<file path="config.mk">
export PLATFORM = sky130hd
export DESIGN_NAME = gpu_ctl_top
export DESIGN_NICKNAME = d
export VERILOG_FILES = /design/src/source/gpu_ctl_pkg.sv /design/src/source/gpu_ctl_ifs.sv /design/src/source/skid_buffer.sv /design/src/source/wctl_unit.sv /design/src/source/warp_sched_ctl.sv /design/src/source/ipdom_stack.sv /design/src/source/warp_table.sv /design/src/source/gpu_ctl_top.sv
export VERILOG_INCLUDE_DIRS = /design/src /design/src/source
export SDC_FILE = /design/constraint.sdc
export NUM_CORES = 1
export LEC_CHECK = 0
export BUFFER_PORTS_ARGS = -buffer_cell sky130_fd_sc_hd__buf_2
export CAP_MARGIN = 10
export CORE_AREA = 4 4 248 250
export DETAILED_ROUTE_END_ITERATION = 12
export DIE_AREA = 0 0 252 254
export PLACE_DENSITY = 0.77
export SYNTH_ARGS = -nofsm -noshare
export SYNTH_HDL_FRONTEND = slang
export SYNTH_SLANG_ARGS = --single-unit
</file>
<file path="constraint.sdc">
create_clock -name clk -period 12 [get_ports clk]
set_input_delay 3.6 -clock clk [delete_from_list [all_inputs] [get_ports clk]]
set_output_delay 3.6 -clock clk [all_outputs]
set_load 0.03 [all_outputs]
</file>
<file path="src/source/gpu_ctl_consts.svh">
`ifndef GPU_CTL_CONSTS_SVH
`define GPU_CTL_CONSTS_SVH

// warp geometry
`define NUM_THREADS 4
`define NUM_WARPS 4
`define NW_BITS 2

`define XLEN 32

// barriers
`define NB_BITS 2
`define NUM_BARRIERS 4

// reconvergence stack, per warp
`define STACK_DEPTH 4
`define STACK_W 2

// commit record fields
`define UUID_BITS 8
`define NR_BITS 5

`endif

</file>
<file path="src/source/gpu_ctl_pkg.sv">
`include "gpu_ctl_consts.svh"

package gpu_ctl_pkg;

    typedef enum logic [2:0] {
        TMC    = 3'd0,
        WSPAWN = 3'd1,
        SPLIT  = 3'd2,
        JOIN   = 3'd3,
        BAR    = 3'd4,
        PRED   = 3'd5
    } gpu_op_t;

    // pred travels as a tmc with the narrowed mask
    typedef struct packed {
        logic                    valid;
        logic [`NUM_THREADS-1:0] tmask;
    } tmc_t;

    typedef struct packed {
        logic                  valid;
        logic [`NUM_WARPS-1:0] wmask;
        logic [`XLEN-1:0]      pc;
    } wspawn_t;

    typedef struct packed {
        logic                    valid;
        logic [`NUM_THREADS-1:0] taken;
        logic [`NUM_THREADS-1:0] tmask;
        logic [`XLEN-1:0]        next_pc;
    } split_t;

    typedef struct packed {
        logic                valid;
        logic [`STACK_W-1:0] stack_ptr;
    } join_t;

    typedef struct packed {
        logic                valid;
        logic [`NB_BITS-1:0] id;
        logic                is_global;
        logic [`NW_BITS-1:0] size_m1;
    } barrier_t;

    typedef struct packed {
        logic [`NUM_THREADS-1:0] tmask;
        logic [`XLEN-1:0]        pc;
        logic                    is_else;
    } stack_entry_t;

endpackage

</file>
<file path="src/source/gpu_ctl_ifs.sv">
`timescale 1ns/1ns
`include "gpu_ctl_consts.svh"

interface warp_ctl_if;

    logic [`NW_BITS-1:0]    wid;
    gpu_ctl_pkg::tmc_t      tmc;
    gpu_ctl_pkg::wspawn_t   wspawn;
    gpu_ctl_pkg::split_t    split;
    gpu_ctl_pkg::join_t     sjoin;
    gpu_ctl_pkg::barrier_t  barrier;
    // stack pointer of wid before any push
    logic [`STACK_W-1:0]    split_ret;

    modport master (output wid, tmc, wspawn, split, sjoin, barrier, input split_ret);
    modport sched  (input wid, tmc, wspawn, barrier);
    modport stack  (input wid, split, sjoin, output split_ret);

endinterface

interface warp_update_if;

    logic                    valid;
    logic [`NW_BITS-1:0]     wid;
    logic [`NUM_THREADS-1:0] tmask;
    logic                    redirect;
    logic [`XLEN-1:0]        pc;
    // warps switched on with a single thread
    logic [`NUM_WARPS-1:0]   wmask;

    modport src (output valid, wid, tmask, redirect, pc, wmask);
    modport dst (input valid, wid, tmask, redirect, pc, wmask);

endinterface

</file>
<file path="src/source/skid_buffer.sv">
`timescale 1ns/1ns

module skid_buffer #(
    parameter DATAW    = 1,
    parameter PASSTHRU = 0
) (
    input  logic             clk,
    input  logic             arst_n,
    input  logic             valid_in,
    output logic             ready_in,
    input  logic [DATAW-1:0] data_in,
    output logic [DATAW-1:0] data_out,
    output logic             valid_out,
    input  logic             ready_out
);

    if (PASSTHRU != 0) begin : g_pass
        assign valid_out = valid_in;
        assign data_out  = data_in;
        assign ready_in  = ready_out;
    end else begin : g_reg
        logic             main_valid;
        logic             skid_valid;
        logic [DATAW-1:0] main_data;
        logic [DATAW-1:0] skid_data;
        logic             load_main;
        logic             load_skid;

        // main register free or draining this cycle
        assign load_main = !main_valid || ready_out;
        assign load_skid = valid_in && !skid_valid && !load_main;

        always_ff @(posedge clk or negedge arst_n) begin
            if (!arst_n) begin
                main_valid <= 1'b0;
                skid_valid <= 1'b0;
            end else if (load_main) begin
                main_valid <= skid_valid || valid_in;
                skid_valid <= 1'b0;
            end else if (load_skid) begin
                skid_valid <= 1'b1;
            end
        end

        always_ff @(posedge clk) begin
            if (load_main) begin
                main_data <= skid_valid ? skid_data : data_in;
            end
            if (load_skid) begin
                skid_data <= data_in;
            end
        end

        assign ready_in  = !skid_valid;
        assign valid_out = main_valid;
        assign data_out  = main_data;
    end

endmodule

</file>
<file path="src/source/wctl_unit.sv">
`timescale 1ns/1ns
`include "gpu_ctl_consts.svh"

module wctl_unit #(
    parameter OUTPUT_REG = 1
) (
    input  logic                                    clk,
    input  logic                                    arst_n,
    input  logic                                    valid,
    input  logic [`UUID_BITS-1:0]                   uuid,
    input  logic [`NW_BITS-1:0]                     wid,
    input  logic [`NUM_THREADS-1:0]                 tmask,
    input  logic [`XLEN-1:0]                        pc,
    input  logic [`XLEN-1:0]                        next_pc,
    input  gpu_ctl_pkg::gpu_op_t                    op,
    input  logic [`NR_BITS-1:0]                     rd,
    input  logic                                    wb,
    input  logic [$clog2(`NUM_THREADS)-1:0]         tid,
    input  logic [`NUM_THREADS-1:0][`XLEN-1:0]      rs1_data,
    input  logic [`NUM_THREADS-1:0][`XLEN-1:0]      rs2_data,
    output logic                                    exe_ready,
    warp_ctl_if.master                              warp_ctl,
    output logic                                    commit_valid,
    output logic [`UUID_BITS-1:0]                   commit_uuid,
    output logic [`NW_BITS-1:0]                     commit_wid,
    output logic [`NUM_THREADS-1:0]                 commit_tmask,
    output logic [`XLEN-1:0]                        commit_pc,
    output logic [`NR_BITS-1:0]                     commit_rd,
    output logic                                    commit_wb,
    output logic [`XLEN-1:0]                        commit_data,
    input  logic                                    commit_ready
);

    localparam DATAW = `UUID_BITS + `NW_BITS + `NUM_THREADS + `XLEN + `NR_BITS + 1 + `STACK_W;

    logic                    fire;
    logic [`XLEN-1:0]        rs1;
    logic [`XLEN-1:0]        rs2;
    logic [`NUM_THREADS-1:0] taken;
    logic [`NUM_THREADS-1:0] then_mask;
    logic [`NUM_WARPS-1:0]   spawn_wmask;
    logic [`STACK_W-1:0]     rsp_ret;

    assign fire = valid && exe_ready;
    assign rs1  = rs1_data[tid];
    assign rs2  = rs2_data[tid];

    for (genvar i = 0; i < `NUM_THREADS; i++) begin : g_taken
        assign taken[i] = rs1_data[i][0];
    end

    // warp 0 is never spawned
    for (genvar i = 0; i < `NUM_WARPS; i++) begin : g_spawn
        assign spawn_wmask[i] = (i != 0) && (rs1 > i);
    end

    assign then_mask = tmask & taken;

    assign warp_ctl.wid = wid;

    assign warp_ctl.tmc.valid = fire && (op == gpu_ctl_pkg::TMC || op == gpu_ctl_pkg::PRED);
    assign warp_ctl.tmc.tmask = (op != gpu_ctl_pkg::PRED) ? rs1[`NUM_THREADS-1:0]
                              : (then_mask != '0) ? then_mask : tmask;

    assign warp_ctl.wspawn = '{valid: fire && (op == gpu_ctl_pkg::WSPAWN),
                               wmask: spawn_wmask, pc: rs2};

    assign warp_ctl.split = '{valid: fire && (op == gpu_ctl_pkg::SPLIT),
                              taken: taken, tmask: tmask, next_pc: next_pc};

    assign warp_ctl.sjoin = '{valid: fire && (op == gpu_ctl_pkg::JOIN),
                              stack_ptr: rs1[`STACK_W-1:0]};

    assign warp_ctl.barrier = '{valid: fire && (op == gpu_ctl_pkg::BAR),
                                id: rs1[`NB_BITS-1:0],
                                is_global: rs1[`XLEN-1],
                                size_m1: `NW_BITS'(rs2 - 1)};

    skid_buffer #(
        .DATAW    (DATAW),
        .PASSTHRU (OUTPUT_REG == 0)
    ) rsp_buf (
        .clk       (clk),
        .arst_n    (arst_n),
        .valid_in  (valid),
        .ready_in  (exe_ready),
        .data_in   ({uuid, wid, tmask, pc, rd, wb, warp_ctl.split_ret}),
        .data_out  ({commit_uuid, commit_wid, commit_tmask, commit_pc,
                     commit_rd, commit_wb, rsp_ret}),
        .valid_out (commit_valid),
        .ready_out (commit_ready)
    );

    assign commit_data = `XLEN'(rsp_ret);

endmodule

</file>
<file path="src/source/warp_sched_ctl.sv">
`timescale 1ns/1ns
`include "gpu_ctl_consts.svh"

module warp_sched_ctl (
    input  logic                    clk,
    input  logic                    arst_n,
    warp_ctl_if.sched               ctl,
    input  logic [`NUM_THREADS-1:0] cur_tmask,
    warp_update_if.src              upd,
    output logic [`NUM_WARPS-1:0]   stalled_warps
);

    logic [`NW_BITS-1:0]   bar_cnt  [`NUM_BARRIERS];
    logic [`NUM_WARPS-1:0] bar_wait [`NUM_BARRIERS];
    logic                  release_now;

    // spawn keeps the issuing warp's mask and redirects the new warps
    assign upd.valid    = ctl.tmc.valid || ctl.wspawn.valid;
    assign upd.wid      = ctl.wid;
    assign upd.tmask    = ctl.wspawn.valid ? cur_tmask : ctl.tmc.tmask;
    assign upd.redirect = ctl.wspawn.valid;
    assign upd.pc       = ctl.wspawn.pc;
    assign upd.wmask    = ctl.wspawn.valid ? ctl.wspawn.wmask : '0;

    // last arrival on the barrier
    // is_global is handled as local
    assign release_now = (bar_cnt[ctl.barrier.id] == ctl.barrier.size_m1);

    always_ff @(posedge clk or negedge arst_n) begin
        if (!arst_n) begin
            for (int b = 0; b < `NUM_BARRIERS; b++) begin
                bar_cnt[b]  <= '0;
                bar_wait[b] <= '0;
            end
        end else if (ctl.barrier.valid) begin
            if (release_now) begin
                bar_cnt[ctl.barrier.id]  <= '0;
                bar_wait[ctl.barrier.id] <= '0;
            end else begin
                bar_cnt[ctl.barrier.id]              <= bar_cnt[ctl.barrier.id] + 1'b1;
                bar_wait[ctl.barrier.id][ctl.wid]    <= 1'b1;
            end
        end
    end

    always_comb begin
        stalled_warps = '0;
        for (int b = 0; b < `NUM_BARRIERS; b++) begin
            stalled_warps = stalled_warps | bar_wait[b];
        end
    end

endmodule

</file>
<file path="src/source/ipdom_stack.sv">
`timescale 1ns/1ns
`include "gpu_ctl_consts.svh"

module ipdom_stack (
    input  logic        clk,
    input  logic        arst_n,
    warp_ctl_if.stack   ctl,
    warp_update_if.src  upd
);

    gpu_ctl_pkg::stack_entry_t stack_mem [`NUM_WARPS][`STACK_DEPTH];
    logic [`STACK_W-1:0]       sp_q      [`NUM_WARPS];

    logic [`STACK_W-1:0]       sp;
    logic [`NUM_THREADS-1:0]   then_mask;
    logic [`NUM_THREADS-1:0]   else_mask;
    logic                      do_push;
    logic                      do_pop;
    gpu_ctl_pkg::stack_entry_t top;

    assign sp        = sp_q[ctl.wid];
    assign then_mask = ctl.split.tmask & ctl.split.taken;
    assign else_mask = ctl.split.tmask & ~ctl.split.taken;

    // only divergent splits touch the stack
    assign do_push = ctl.split.valid && (then_mask != '0) && (then_mask != ctl.split.tmask);
    assign do_pop  = ctl.sjoin.valid && (ctl.sjoin.stack_ptr != sp);
    assign top     = stack_mem[ctl.wid][sp - 1'b1];

    assign ctl.split_ret = sp;

    always_ff @(posedge clk or negedge arst_n) begin
        if (!arst_n) begin
            for (int w = 0; w < `NUM_WARPS; w++) begin
                sp_q[w] <= '0;
            end
        end else if (do_push) begin
            sp_q[ctl.wid] <= sp + `STACK_W'(2);
        end else if (do_pop) begin
            sp_q[ctl.wid] <= sp - 1'b1;
        end
    end

    // original entry below, else entry on top
    always_ff @(posedge clk) begin
        if (do_push) begin
            stack_mem[ctl.wid][sp]        <= '{tmask: ctl.split.tmask,
                                               pc: ctl.split.next_pc, is_else: 1'b0};
            stack_mem[ctl.wid][sp + 1'b1] <= '{tmask: else_mask,
                                               pc: ctl.split.next_pc, is_else: 1'b1};
        end
    end

    assign upd.valid    = do_push || do_pop;
    assign upd.wid      = ctl.wid;
    assign upd.tmask    = do_push ? then_mask : top.tmask;
    assign upd.redirect = do_pop && top.is_else;
    assign upd.pc       = top.pc;
    assign upd.wmask    = '0;

endmodule

</file>
<file path="src/source/warp_table.sv">
`timescale 1ns/1ns
`include "gpu_ctl_consts.svh"

module warp_table (
    input  logic                                   clk,
    input  logic                                   arst_n,
    warp_update_if.dst                             sched_upd,
    warp_update_if.dst                             stack_upd,
    input  logic [`NUM_WARPS-1:0]                  stalled_warps,
    input  logic [`NW_BITS-1:0]                    query_wid,
    output logic [`NUM_THREADS-1:0]                cur_tmask,
    output logic [`NUM_WARPS-1:0][`NUM_THREADS-1:0] warp_tmask,
    output logic [`NUM_WARPS-1:0]                  active_warps,
    output logic [`NUM_WARPS-1:0]                  ready_warps,
    output logic                                   redirect_valid,
    output logic [`NW_BITS-1:0]                    redirect_wid,
    output logic [`XLEN-1:0]                       redirect_pc
);

    // commands are one-hot, so the two streams never collide
    always_ff @(posedge clk or negedge arst_n) begin
        if (!arst_n) begin
            warp_tmask     <= '0;
            warp_tmask[0]  <= `NUM_THREADS'(1);
            redirect_valid <= 1'b0;
        end else begin
            for (int w = 0; w < `NUM_WARPS; w++) begin
                if ((sched_upd.valid && sched_upd.wmask[w]) ||
                    (stack_upd.valid && stack_upd.wmask[w])) begin
                    warp_tmask[w] <= `NUM_THREADS'(1);
                end
            end
            if (sched_upd.valid) begin
                warp_tmask[sched_upd.wid] <= sched_upd.tmask;
            end
            if (stack_upd.valid) begin
                warp_tmask[stack_upd.wid] <= stack_upd.tmask;
            end
            redirect_valid <= (sched_upd.valid && sched_upd.redirect) ||
                              (stack_upd.valid && stack_upd.redirect);
        end
    end

    always_ff @(posedge clk) begin
        if (stack_upd.valid && stack_upd.redirect) begin
            redirect_wid <= stack_upd.wid;
            redirect_pc  <= stack_upd.pc;
        end else if (sched_upd.valid && sched_upd.redirect) begin
            redirect_wid <= sched_upd.wid;
            redirect_pc  <= sched_upd.pc;
        end
    end

    for (genvar w = 0; w < `NUM_WARPS; w++) begin : g_active
        assign active_warps[w] = |warp_tmask[w];
    end

    assign ready_warps = active_warps & ~stalled_warps;
    assign cur_tmask   = warp_tmask[query_wid];

endmodule

</file>
<file path="src/source/gpu_ctl_top.sv">
`timescale 1ns/1ns
`include "gpu_ctl_consts.svh"

module gpu_ctl_top #(
    parameter OUTPUT_REG = 1
) (
    input  logic                                    clk,
    input  logic                                    arst_n,
    input  logic                                    exe_valid,
    output logic                                    exe_ready,
    input  logic [`UUID_BITS-1:0]                   uuid,
    input  logic [`NW_BITS-1:0]                     wid,
    input  logic [`NUM_THREADS-1:0]                 tmask,
    input  logic [`XLEN-1:0]                        pc,
    input  logic [`XLEN-1:0]                        next_pc,
    input  gpu_ctl_pkg::gpu_op_t                    op,
    input  logic [`NR_BITS-1:0]                     rd,
    input  logic                                    wb,
    input  logic [$clog2(`NUM_THREADS)-1:0]         tid,
    input  logic [`NUM_THREADS*`XLEN-1:0]           rs1_data,
    input  logic [`NUM_THREADS*`XLEN-1:0]           rs2_data,
    output logic                                    commit_valid,
    input  logic                                    commit_ready,
    output logic [`UUID_BITS-1:0]                   commit_uuid,
    output logic [`NW_BITS-1:0]                     commit_wid,
    output logic [`NUM_THREADS-1:0]                 commit_tmask,
    output logic [`XLEN-1:0]                        commit_pc,
    output logic [`NR_BITS-1:0]                     commit_rd,
    output logic                                    commit_wb,
    output logic [`XLEN-1:0]                        commit_data,
    output logic [`NUM_WARPS-1:0][`NUM_THREADS-1:0] warp_tmask,
    output logic [`NUM_WARPS-1:0]                   active_warps,
    output logic [`NUM_WARPS-1:0]                   ready_warps,
    output logic [`NUM_WARPS-1:0]                   stalled_warps,
    output logic                                    redirect_valid,
    output logic [`NW_BITS-1:0]                     redirect_wid,
    output logic [`XLEN-1:0]                        redirect_pc
);

    logic [`NUM_THREADS-1:0] cur_tmask;

    warp_ctl_if    ctl_if ();
    warp_update_if sched_upd_if ();
    warp_update_if stack_upd_if ();

    wctl_unit #(
        .OUTPUT_REG (OUTPUT_REG)
    ) wctl (
        .clk          (clk),
        .arst_n       (arst_n),
        .valid        (exe_valid),
        .uuid         (uuid),
        .wid          (wid),
        .tmask        (tmask),
        .pc           (pc),
        .next_pc      (next_pc),
        .op           (op),
        .rd           (rd),
        .wb           (wb),
        .tid          (tid),
        .rs1_data     (rs1_data),
        .rs2_data     (rs2_data),
        .exe_ready    (exe_ready),
        .warp_ctl     (ctl_if.master),
        .commit_valid (commit_valid),
        .commit_uuid  (commit_uuid),
        .commit_wid   (commit_wid),
        .commit_tmask (commit_tmask),
        .commit_pc    (commit_pc),
        .commit_rd    (commit_rd),
        .commit_wb    (commit_wb),
        .commit_data  (commit_data),
        .commit_ready (commit_ready)
    );

    warp_sched_ctl sched (
        .clk           (clk),
        .arst_n        (arst_n),
        .ctl           (ctl_if.sched),
        .cur_tmask     (cur_tmask),
        .upd           (sched_upd_if.src),
        .stalled_warps (stalled_warps)
    );

    ipdom_stack ipdom (
        .clk    (clk),
        .arst_n (arst_n),
        .ctl    (ctl_if.stack),
        .upd    (stack_upd_if.src)
    );

    // current mask is looked up for the warp on the execute port
    warp_table table_i (
        .clk            (clk),
        .arst_n         (arst_n),
        .sched_upd      (sched_upd_if.dst),
        .stack_upd      (stack_upd_if.dst),
        .stalled_warps  (stalled_warps),
        .query_wid      (wid),
        .cur_tmask      (cur_tmask),
        .warp_tmask     (warp_tmask),
        .active_warps   (active_warps),
        .ready_warps    (ready_warps),
        .redirect_valid (redirect_valid),
        .redirect_wid   (redirect_wid),
        .redirect_pc    (redirect_pc)
    );

endmodule

</file>
=== Word level (Yosys, flattened, before mapping) ===
Memories as Yosys holds them, arrays and structs flattened.
Index checks and enable logic that the tools add are counted.

* Memories kept: 1
* Output and inout port bits: 149
* Word-level logic and storage cells: 468
* Bits of input ports: 349
* Bits in registers: 193
* RAM bits: 592

{| class="wikitable"
|+ Memory list
! memory !! depth !! width !! rd ports !! clocked after memory_dff !! wr ports !! line !! RTL
|-
| ipdom.stack_mem || 4 || 148 || 1 || 0 || 1 || ipdom_stack.sv:11 || <nowiki>gpu_ctl_pkg::stack_entry_t stack_mem [`NUM_WARPS][`STACK_DEPTH];</nowiki>
|}

* Equal/unequal tests: 9
* Multiplexer cells: 209
* Add/sub/neg operators: 5
* Bitwise operators: 166
* Reductions and logical operators: 40
* $lt $le $gt $ge: 15

{| class="wikitable"
|+ Operators with widths
! operator !! number
|-
| 2-to-1 mux 148 bit || 2
|-
| 2-to-1 mux 1 bit || 152
|-
| demux 37 bit (select 2 bit) || 2
|-
| 2-to-1 mux 37 bit || 4
|-
| bitwise OR 1 bit || 148
|-
| binary-select mux 32 bit (select 2 bit) || 2
|-
| 2-to-1 mux 32 bit || 4
|-
| binary-select mux 37 bit (select 2 bit) || 1
|-
| greater-than comparator 32 x 2 -> 1 bit (second input constant) || 2
|-
| 2-to-1 mux 54 bit || 1
|-
| 2-to-1 mux 4 bit || 13
|-
| 2-to-1 mux 16 bit || 3
|-
| bitwise mux 16 bit || 2
|-
| greater-than comparator 32 x 1 -> 1 bit (second input constant) || 1
|-
| bitwise mux 8 bit || 3
|-
| demux 4 bit (select 2 bit) || 3
|-
| 2-to-1 mux 8 bit || 3
|-
| logical AND 1 bit || 22
|-
| bitwise AND 16 bit || 1
|-
| 2-to-1 mux 2 bit || 8
|-
| NOT 16 bit || 1
|-
| bitwise OR 16 bit || 1
|-
| OR reduction 4 bit || 4
|-
| >= comparator 3 bit (second input constant) || 5
|-
| other kinds (28) || 56
|}

=== Longest topological paths before layout ===
Gate-level depths: netlist of the first run.

* Word-level depth: 12
* Gate-level depth with buffers: 11
* Mapped depth without buffers: 8

=== By module ===
A second synthesis of the first run with hierarchy kept.

* Cell total of the unflattened synthesis: 1685
* Area, all modules: 33163.1 µm²

{| class="wikitable"
|+ By module, submodules not included
! module !! area an instance (µm²) !! cells an instance !! seq. area each (µm²) !! instances
|-
| ipdom_stack || 23140.9 || 961 || 17977.2 || 1
|-
| skid_buffer || 4086.4 || 176 || 3293.2 || 1
|-
| warp_table || 2457.4 || 183 || 1447.6 || 1
|-
| wctl_unit || 1955.6 || 205 || 0.0 || 1
|-
| warp_sched_ctl || 1522.7 || 160 || 600.6 || 1
|}

=== Worst setup path after synthesis of the first run ===
OpenSTA, ideal clock, no wires.

* Kind: input-to-reg
* Start: input port commit_ready
* End: register wctl.rsp_buf.g_reg.skid_data[0], enable pin
* Library setup time: 465 ps
* Slack: 4161 ps
* Data required time: 11535 ps
* Buffers on the path: 0
* Stages: 2
* Data arrival time: 7374 ps
* Path through: nand2b_1 > nor2_1

* Longest elaborated chain between the ends: 3

{| class="wikitable"
|+ Ends and longest elaborated chain
! what !! line !! RTL
|-
| start, declared || gpu_ctl_top.sv:23 || <nowiki>input logic commit_ready,</nowiki>
|-
| logical OR 1 bit || skid_buffer.sv:30 || <nowiki>assign load_main = !main_valid || ready_out;</nowiki>
|-
| logical NOT 1 bit || skid_buffer.sv:31 || <nowiki>assign load_skid = valid_in && !skid_valid && !load_main;</nowiki>
|-
| logical AND 1 bit || skid_buffer.sv:31 ||
|-
| named net wctl.rsp_buf.g_reg.load_skid || skid_buffer.sv:27 || <nowiki>logic load_skid;</nowiki>
|-
| end signal, assigned || skid_buffer.sv:50 || <nowiki>skid_data <= data_in;</nowiki>
|-
| end, declared || skid_buffer.sv:25 || <nowiki>logic [DATAW-1:0] skid_data;</nowiki>
|}

The timed path passes the listed nets, and every way through them passes these cells.
A chain may end at the register's enable or synchronous reset.

=== Final worst setup path of the first run ===
* Start: input port wid[0]
* End: register table_i.redirect_pc[21], enable pin

* Longest elaborated chain between the ends: 12
* Elaborated cells on any way between the ends: 16
* Classes of those cells: add/sub: 1; eq/ne: 1; mux: 6; bitwise: 2; reduce/logical: 5; memory: 1

{| class="wikitable"
|+ Ends and longest elaborated chain
! what !! line !! RTL
|-
| start, declared || gpu_ctl_top.sv:12 || <nowiki>input logic [`NW_BITS-1:0] wid,</nowiki>
|-
| NOT 2 -> 3 bit (not written as such) || ipdom_stack.sv:21 || <nowiki>assign sp = sp_q[ctl.wid];</nowiki>
|-
| binary-select mux 2 bit (select 2 bit) || ipdom_stack.sv:21 ||
|-
| 2-to-1 mux 2 bit (not written as such) (2 in series) || ipdom_stack.sv:21 ||
|-
| subtractor 2 x 1 -> 2 bit || ipdom_stack.sv:28 || <nowiki>assign top = stack_mem[ctl.wid][sp - 1'b1];</nowiki>
|-
| NOT 2 -> 3 bit (not written as such) || ipdom_stack.sv:28 ||
|-
| binary-select mux 37 bit (select 2 bit) || ipdom_stack.sv:28 ||
|-
| 2-to-1 mux 37 bit (not written as such) (2 in series) || ipdom_stack.sv:28 ||
|-
| logical AND 1 bit || ipdom_stack.sv:57 || <nowiki>assign upd.redirect = do_pop && top.is_else;</nowiki>
|-
| logical AND 1 bit * || warp_table.sv:45 || <nowiki>if (stack_upd.valid && stack_upd.redirect) begin</nowiki>
|-
| nonzero test 2 bit (no source line) * || -- ||
|-
| end signal, assigned || warp_table.sv:47 || <nowiki>redirect_pc <= stack_upd.pc;</nowiki>
|-
| end signal, assigned || warp_table.sv:50 || <nowiki>redirect_pc <= sched_upd.pc;</nowiki>
|-
| end, declared || warp_table.sv:17 || <nowiki>output logic [`XLEN-1:0] redirect_pc</nowiki>
|}

Every way passes the cells marked *; elsewhere a longest branch is shown, timed or not. The select of a mux whose other input is x is not followed.

==> impl_metrics.toml, run 1 <==
[status]
status = "finished clean"

[worst_setup_path]
crit_type = "input pin to flip-flop"
crit_family = "simple AND/OR/NAND/NOR gates"
cp_num_buf_inv = 3
cp-end-kind = "flip-flop"
cp.required_ns = 12.07
critPathMaxStageDelay_ns = 1.02
cp-start-kind = "input pin"
cp_max_fo = 70
worstPathCellList = "buf_8 > mux4_2 > buf_4 > inv_1 > ha_4 > mux4_2 > nand2_2 > nand2_2"
critPathSlowestCell = "nand2_2"
crit_arrival_ns = 9.02

[layout]
fin_util_pct = 64.55
final_common_cell = "edfxtp_1"
layout.nets = 2423
seq_area_um2 = 23320
synthToLayoutAreaGrowth_pct = 17.73
multi_input_comb_area_um2 = 8571
mostFrequentLayoutCells = "edfxtp_1 (734), buf_2 (464), mux4_2 (228)"
fillers = 3944
stdcell_area_um2 = 38100
layout-drive-gt1-share_pct = 44.73

[detailed_routing]
vias = 18020
drt_iter0_drc = 1778
route.detailed.drc = 0
ant_nets = 0
wl_mm = 83.67
vias_per_cell = 6.180
drtPass1Iterations = 6
wl_per_cell_um = 28.69

[synth]
post_synth_num_cell_types = 65
syn_inst = 1585
synth_edf_count = 734
async_flop_share_pct = 6.497
ys_seq_area_share_pct = 72.06
yosys_warnings = 0
synth_top_area_share_pct = 68.12
ys_ff_latch = 785
synth_compound_area_share_pct = 2.413
synth_top_family_by_area = "multiplexers"
synth.avg_cell_area_um2 = 20.42
synth-main-ff-cell = "edfxtp_1"
synthMuxAreaShare_pct = 19.48
yosys.area_share.simple_pct = 3.472
synth_xor_area_share_pct = 0.1663
syn_area_um2 = 32360
synth_adder_area_share_pct = 0.1547
yosys-top-cells-area = "edfxtp_1 (68%), mux4_2 (16%), dfrtp_1 (3.9%)"
yosys.area.top_type = "edfxtp_1"

[timing]
setup_violations = 0
worst_slew_pin_slew_ns = 1.299
fin_skew_ns = 0.01928
finalSetupTns_ns = 0
slew_viol_final = 0
max_freq_ghz = 0.1117
hold_ws_ns = 0.4910
slew_headroom_pct = 12.63
hold_viol = 0
fin_crit_ns = 8.951
period_share_pct = 74.59
rsz0062_at_grt = "false"

[floorplanning]
dieHeight_um = 254
fp.coreArea_um2 = 59020
start_util_pct = 54.83
fp.dieW_um = 252
dieArea_um2 = 64010
ios = 498
rows = 89

[clock_tree]
cts_buffer_depth = 3
cts_buffers = 78
cts_max_level = 3
clock_sinks = 785
clkSlewWorstSetupHoldPaths_ns = 0.06
post-cts-setup-buffers = 0
clock_latency_ns = 0.64
cts_resized = 0
postCtsHoldBufs = 0
cts_tree = "built"
clockRootBuffer = "clkbuf_16"

[min_path]
hp-class = "flip-flop to flip-flop"

[placed_design]
io_buffers = 467
placed_cell_area_um2 = 35460
gp_congestion = 0.9023
dpl.hpwl_mm = 51.30

[grt]
track_usage_pct = 25.88
grt_first_pass_wirelength_mm = 121.0
grt_pass1_vias = 18560
grt_max_degree = 96
antenna_found_initial = 22
gr-total-overflow = 0

[power]
p_per_area_nw_per_um2 = 172.1
ir_drop_uv = 128.0
p_leak_uw = 0.01327
p_total_uw = 6556

[flow_run]
cap_violations = 0
sequential cells by signal (all words and copies together) (netlist names), 2 cells and up:
register,flops
table_i.warp_tmask,16
wctl.rsp_buf.data_out,54
sched.bar_wait,16
table_i.redirect_wid,2
sched.bar_cnt,8
ipdom.sp_q,8
wctl.rsp_buf.g_reg.skid_data,54
table_i.redirect_pc,32
ipdom.stack_mem,592
stage by stage:
| stage | std cells | setup slack [ns] |
|---|---|---|
| 2_1_floorplan | 1614 | 4.161 |
| 3_3_place_gp | 2763 | 2.432 |
| 3_5_place_dp | 2763 | 2.316 |
| 4_1_cts | 2906 | 2.891 |
| 5_1_grt | 2916 | 2.711 |
| 6_report | 2916 | 3.049 |
synthesized netlist by cell type, types with 4 or more instances:
master    number
nand2_1       34
nor2_1        69
nor3b_1        7
inv_1         12
a21boi_0      12
buf_2         14
ha_1           4
buf_1         10
a31oi_1        8
buf_6          9
a311oi_1       5
buf_4         42
nand2b_1       9
a21oi_1       36
o32a_1         6
nor3_1        11
mux2i_1       12
nand3_1       14
nor2b_1       11
o21ai_0        9
or4_1         15
nor4_1        17
clkbuf_1      41
edfxtp_1     734
dfrtp_1       50
and2_0         4
mux4_2       228
and3_1         6
o22ai_1        6
mux2_1         5
mux2_2        87
layout make-up:
| class | count | area share [%] |
|---|---|---|
| diodes | 10 | 0.06569 |
| clock buffers | 88 | 5.278 |
| clock inverters | 55 | 1.577 |
| inverters | 12 | 0.1182 |
| multi-input cells | 701 | 22.50 |
| flip-flops and latches | 785 | 61.21 |
| well taps | 773 | 2.539 |
| repair buffers | 492 | 6.710 |
tightest hold or removal path, cell delays in order (launching register included):
cell and delay [ns]:
dfrtp_1 0.34, a21oi_1 0.04, nor2_1 0.07
where the power goes:
part	switching, µW	internal (µW)
Sequential	58.7	3090
Clock	1030	1450
Combinational	534	388
Total	1630	4930
kinds of logic (layout without fill, tap and decap cells):
group | count (synthesis) | after routing
DFF | 785 | 785
muxes | 333 | 333
adders and majority gates | 4 | 4
and+or+nand+nor | 216 | 216
AOI/OAI and AO/OA | 114 | 114
other | 1 | 40
xor gates and xnor gates | 4 | 4
buffers and inverters | 128 | 647
path summary, 6_finish.rpt:
check | to | depth (start not counted) | slack [ns] | from
setup / recovery | table_i.redirect_pc[21]$_DFFE_PP_ | 8 | 3.05 | wid[0]
hold / removal | sched.bar_wait[11]$_DFFE_PN0P_ | 2 | 0.49 | sched.bar_wait[11]$_DFFE_PN0P_
setup reg to reg | table_i.redirect_pc[21]$_DFFE_PP_ | 7 | 6.38 | ipdom.sp_q[2]$_DFFE_PN0P_
hold reg to reg | sched.bar_wait[11]$_DFFE_PN0P_ | 2 | 0.49 | sched.bar_wait[11]$_DFFE_PN0P_
max in group asynchronous | wctl.rsp_buf.g_reg.skid_valid$_DFFE_PN0P_ | 2 | 8.41 | arst_n
min in group asynchronous | sched.bar_cnt[1]$_DFFE_PN0P_ | 2 | 3.09 | arst_n
routing by layer:
| metal | global-route usage [%] | vias to the layer above | wire (µm) |
|---|---|---|---|
| met5 | 0 | - | 36 |
| met4 | 11.32 | 8 | 3409 |
| met3 | 4.974 | 186 | 6548 |
| met2 | 44.61 | 986 | 43690 |
| met1 | 32.40 | 9309 | 29980 |
| li1 | - | 7531 | - |
No activity file was read; power rests on OpenSTA's default activity.
==> inputs of run 2 (changes only) <==
==> constraint.sdc (replaced) <==
create_clock -name clk -period 9.2 [get_ports clk]
set_input_delay 2.76 -clock clk [delete_from_list [all_inputs] [get_ports clk]]
set_output_delay 2.76 -clock clk [all_outputs]
set_load 0.03 [all_outputs]
==> run 2 against run 1 <==
- via count rose by 0.69%
- register-to-register slack got worse by 1.8 ns
- final cell count fell by 0.27%
- setup slack got worse by 0.98 ns
- die area did not move
- global-route usage rose by 0.96 points
- sequential power rose by 30%
- hold slack got worse by 0.0062 ns
- clock power rose by 17%
- largest power group unchanged
- highest routed layer unchanged
==> impl_metrics.toml, run 2 (synthesized netlist as in run 1, its figures left out) <==
[status]
status = "finished clean"

[clock_tree]
postCtsHoldBufs = 0
cts_resized = 0
cts_tree = "built"
clkSlewWorstSetupHoldPaths_ns = 0.06
post-cts-setup-buffers = 0
cts_max_level = 3
clock_sinks = 785
cts_buffer_depth = 3
cts_buffers = 77
clockRootBuffer = "clkbuf_16"
clock_latency_ns = 0.61

[worst_setup_path]
crit_arrival_ns = 7.20
reg2regPathDepth = 7
cp-start-kind = "input pin"
cp-end-kind = "flip-flop"
cp.required_ns = 9.27
crit_type = "input pin to flip-flop"
cp_max_fo = 82

[power]
p_per_area_nw_per_um2 = 217.7
clkPwrFrac_pct = 35.4
p_total_uw = 8228
pwr-share-comb_pct = 14.7
p_int_uw = 6158
ir_drop_uv = 191.0
p_leak_uw = 0.01312
swShare_pct = 25.16
p_switching_uw = 2070
p_seq_share_pct = 49.9

[placed_design]
dpl.hpwl_mm = 53.13
io_buffers = 467
dp.cells = 2766
gp_congestion = 0.8807
placed_cell_area_um2 = 35470

[layout]
fin_cells = 2908
stdcell_area_um2 = 37790
layout.nets = 2425
final_common_cell = "edfxtp_1"
largest_reg_flops = 592
regMostFlops = "ipdom.stack_mem"
layout-drive-gt1-share_pct = 44.54
synthToLayoutAreaGrowth_pct = 16.79
mostFrequentLayoutCells = "edfxtp_1 (734), buf_2 (464), mux4_2 (228)"

[timing]
finalSetupTns_ns = 0
slew_headroom_pct = 22.27
hold_viol = 0
period_share_pct = 77.53
fin_crit_ns = 7.133
max_freq_ghz = 0.1402
worst_slew_pin_slew_ns = 1.162
rsz0062_at_grt = "false"
setup_violations = 0
slew_viol_final = 0
fin_skew_ns = 0.02105

[floorplanning]
rows = 89
dieHeight_um = 254
fp.coreArea_um2 = 59020
dieArea_um2 = 64010
ios = 498
start_util_pct = 54.83
fp.dieW_um = 252

[detailed_routing]
wl_mm = 85.88
highest_layer = "met5"
drtPass1Iterations = 7
m1WireLength_mm = 30.59
ant_nets = 0
met3_length_mm = 7.692
vias = 18150
met2WireLength_mm = 43.41
vias_per_cell = 6.240
wl_per_cell_um = 29.53
route.detailed.drc = 0
drt_iter0_drc = 1810

[grt]
antenna_found_initial = 18
track_usage_pct = 26.84
grt_max_degree = 83
grt_pass1_vias = 18840
gr-total-overflow = 0
grt_first_pass_wirelength_mm = 125.2

[flow_run]
cap_violations = 0

[min_path]
hp-class = "flip-flop to flip-flop"
whs_path_depth = 2
-- run 2: changes by cell type in the layout (fill, tap and decap cells not counted), sizes merged --
cell	change
clkinvlp	+2
buf	+3
clkinv	-7
bufinv	-9
diode	-1
clkbuf	+4
-- run 2: metrics by stage --
step | util (%) | setup WS, ns | hold WS, ns
floorplan | - | 2.201 | 0.4453
detailed placement | 60.10 | 1.284 | 0.4747
global route | 64.02 | 1.702 | 0.5095
global placement | 60.10 | 1.387 | 0.4579
CTS | 64.00 | 1.905 | 0.4894
finish | 64.03 | 2.067 | 0.4848
-- run 2: final timing paths --
path / slack, ns / start / endpoint
max reg2reg: 4.61 / ipdom.sp_q[0]$_DFFE_PN0P_ / table_i.redirect_pc[16]$_DFFE_PP_
min reg2reg: 0.48 / sched.bar_wait[2]$_DFFE_PN0P_ / sched.bar_wait[2]$_DFFE_PN0P_
min: 0.48 / sched.bar_wait[2]$_DFFE_PN0P_ / sched.bar_wait[2]$_DFFE_PN0P_
max in group asynchronous: 6.41 / arst_n / wctl.rsp_buf.g_reg.skid_valid$_DFFE_PN0P_
max: 2.07 / wid[0] / table_i.redirect_pc[16]$_DFFE_PP_
min in group asynchronous: 2.28 / arst_n / sched.bar_cnt[2]$_DFFE_PN0P_
-- run 2: power by group through the flow --
stage | clock network [µW] | logic, µW | registers, µW
after detailed placement | 0 | 1210 | 4180
final | 2910 | 1210 | 4100
after floorplan | 0 | 729 | 4250
after CTS | 2960 | 1220 | 4100
after global placement | 0 | 1190 | 4170
after global routing | 3120 | 1300 | 4110
-- run 2: routing by layer --
layer	up-vias	track usage, %
li1	7527	-
met1	9305	34.58
met2	1104	45.35
met3	205	5.516
met4	4	10.97
met5	-	0
-- run 2: final cells by class --
cell class,instances,area (µm²)
antenna,9,22.52
clock inverter,41,286.5
clock buffer,92,2014
inverter,12,45.04
timing repair buffer,495,2566
fill,4012,21230
sequential,785,23320
multi-input combinational,701,8571
tap,773,967.2
-- run 2: critical path, cell delays in order --
cell	delay, ns
buf_8	0.53
mux4_2	0.63
inv_1	0.22
ha_4	0.79
mux4_2	0.61
nand2_2	0.07
buf_4	0.55
nand2_2	0.86
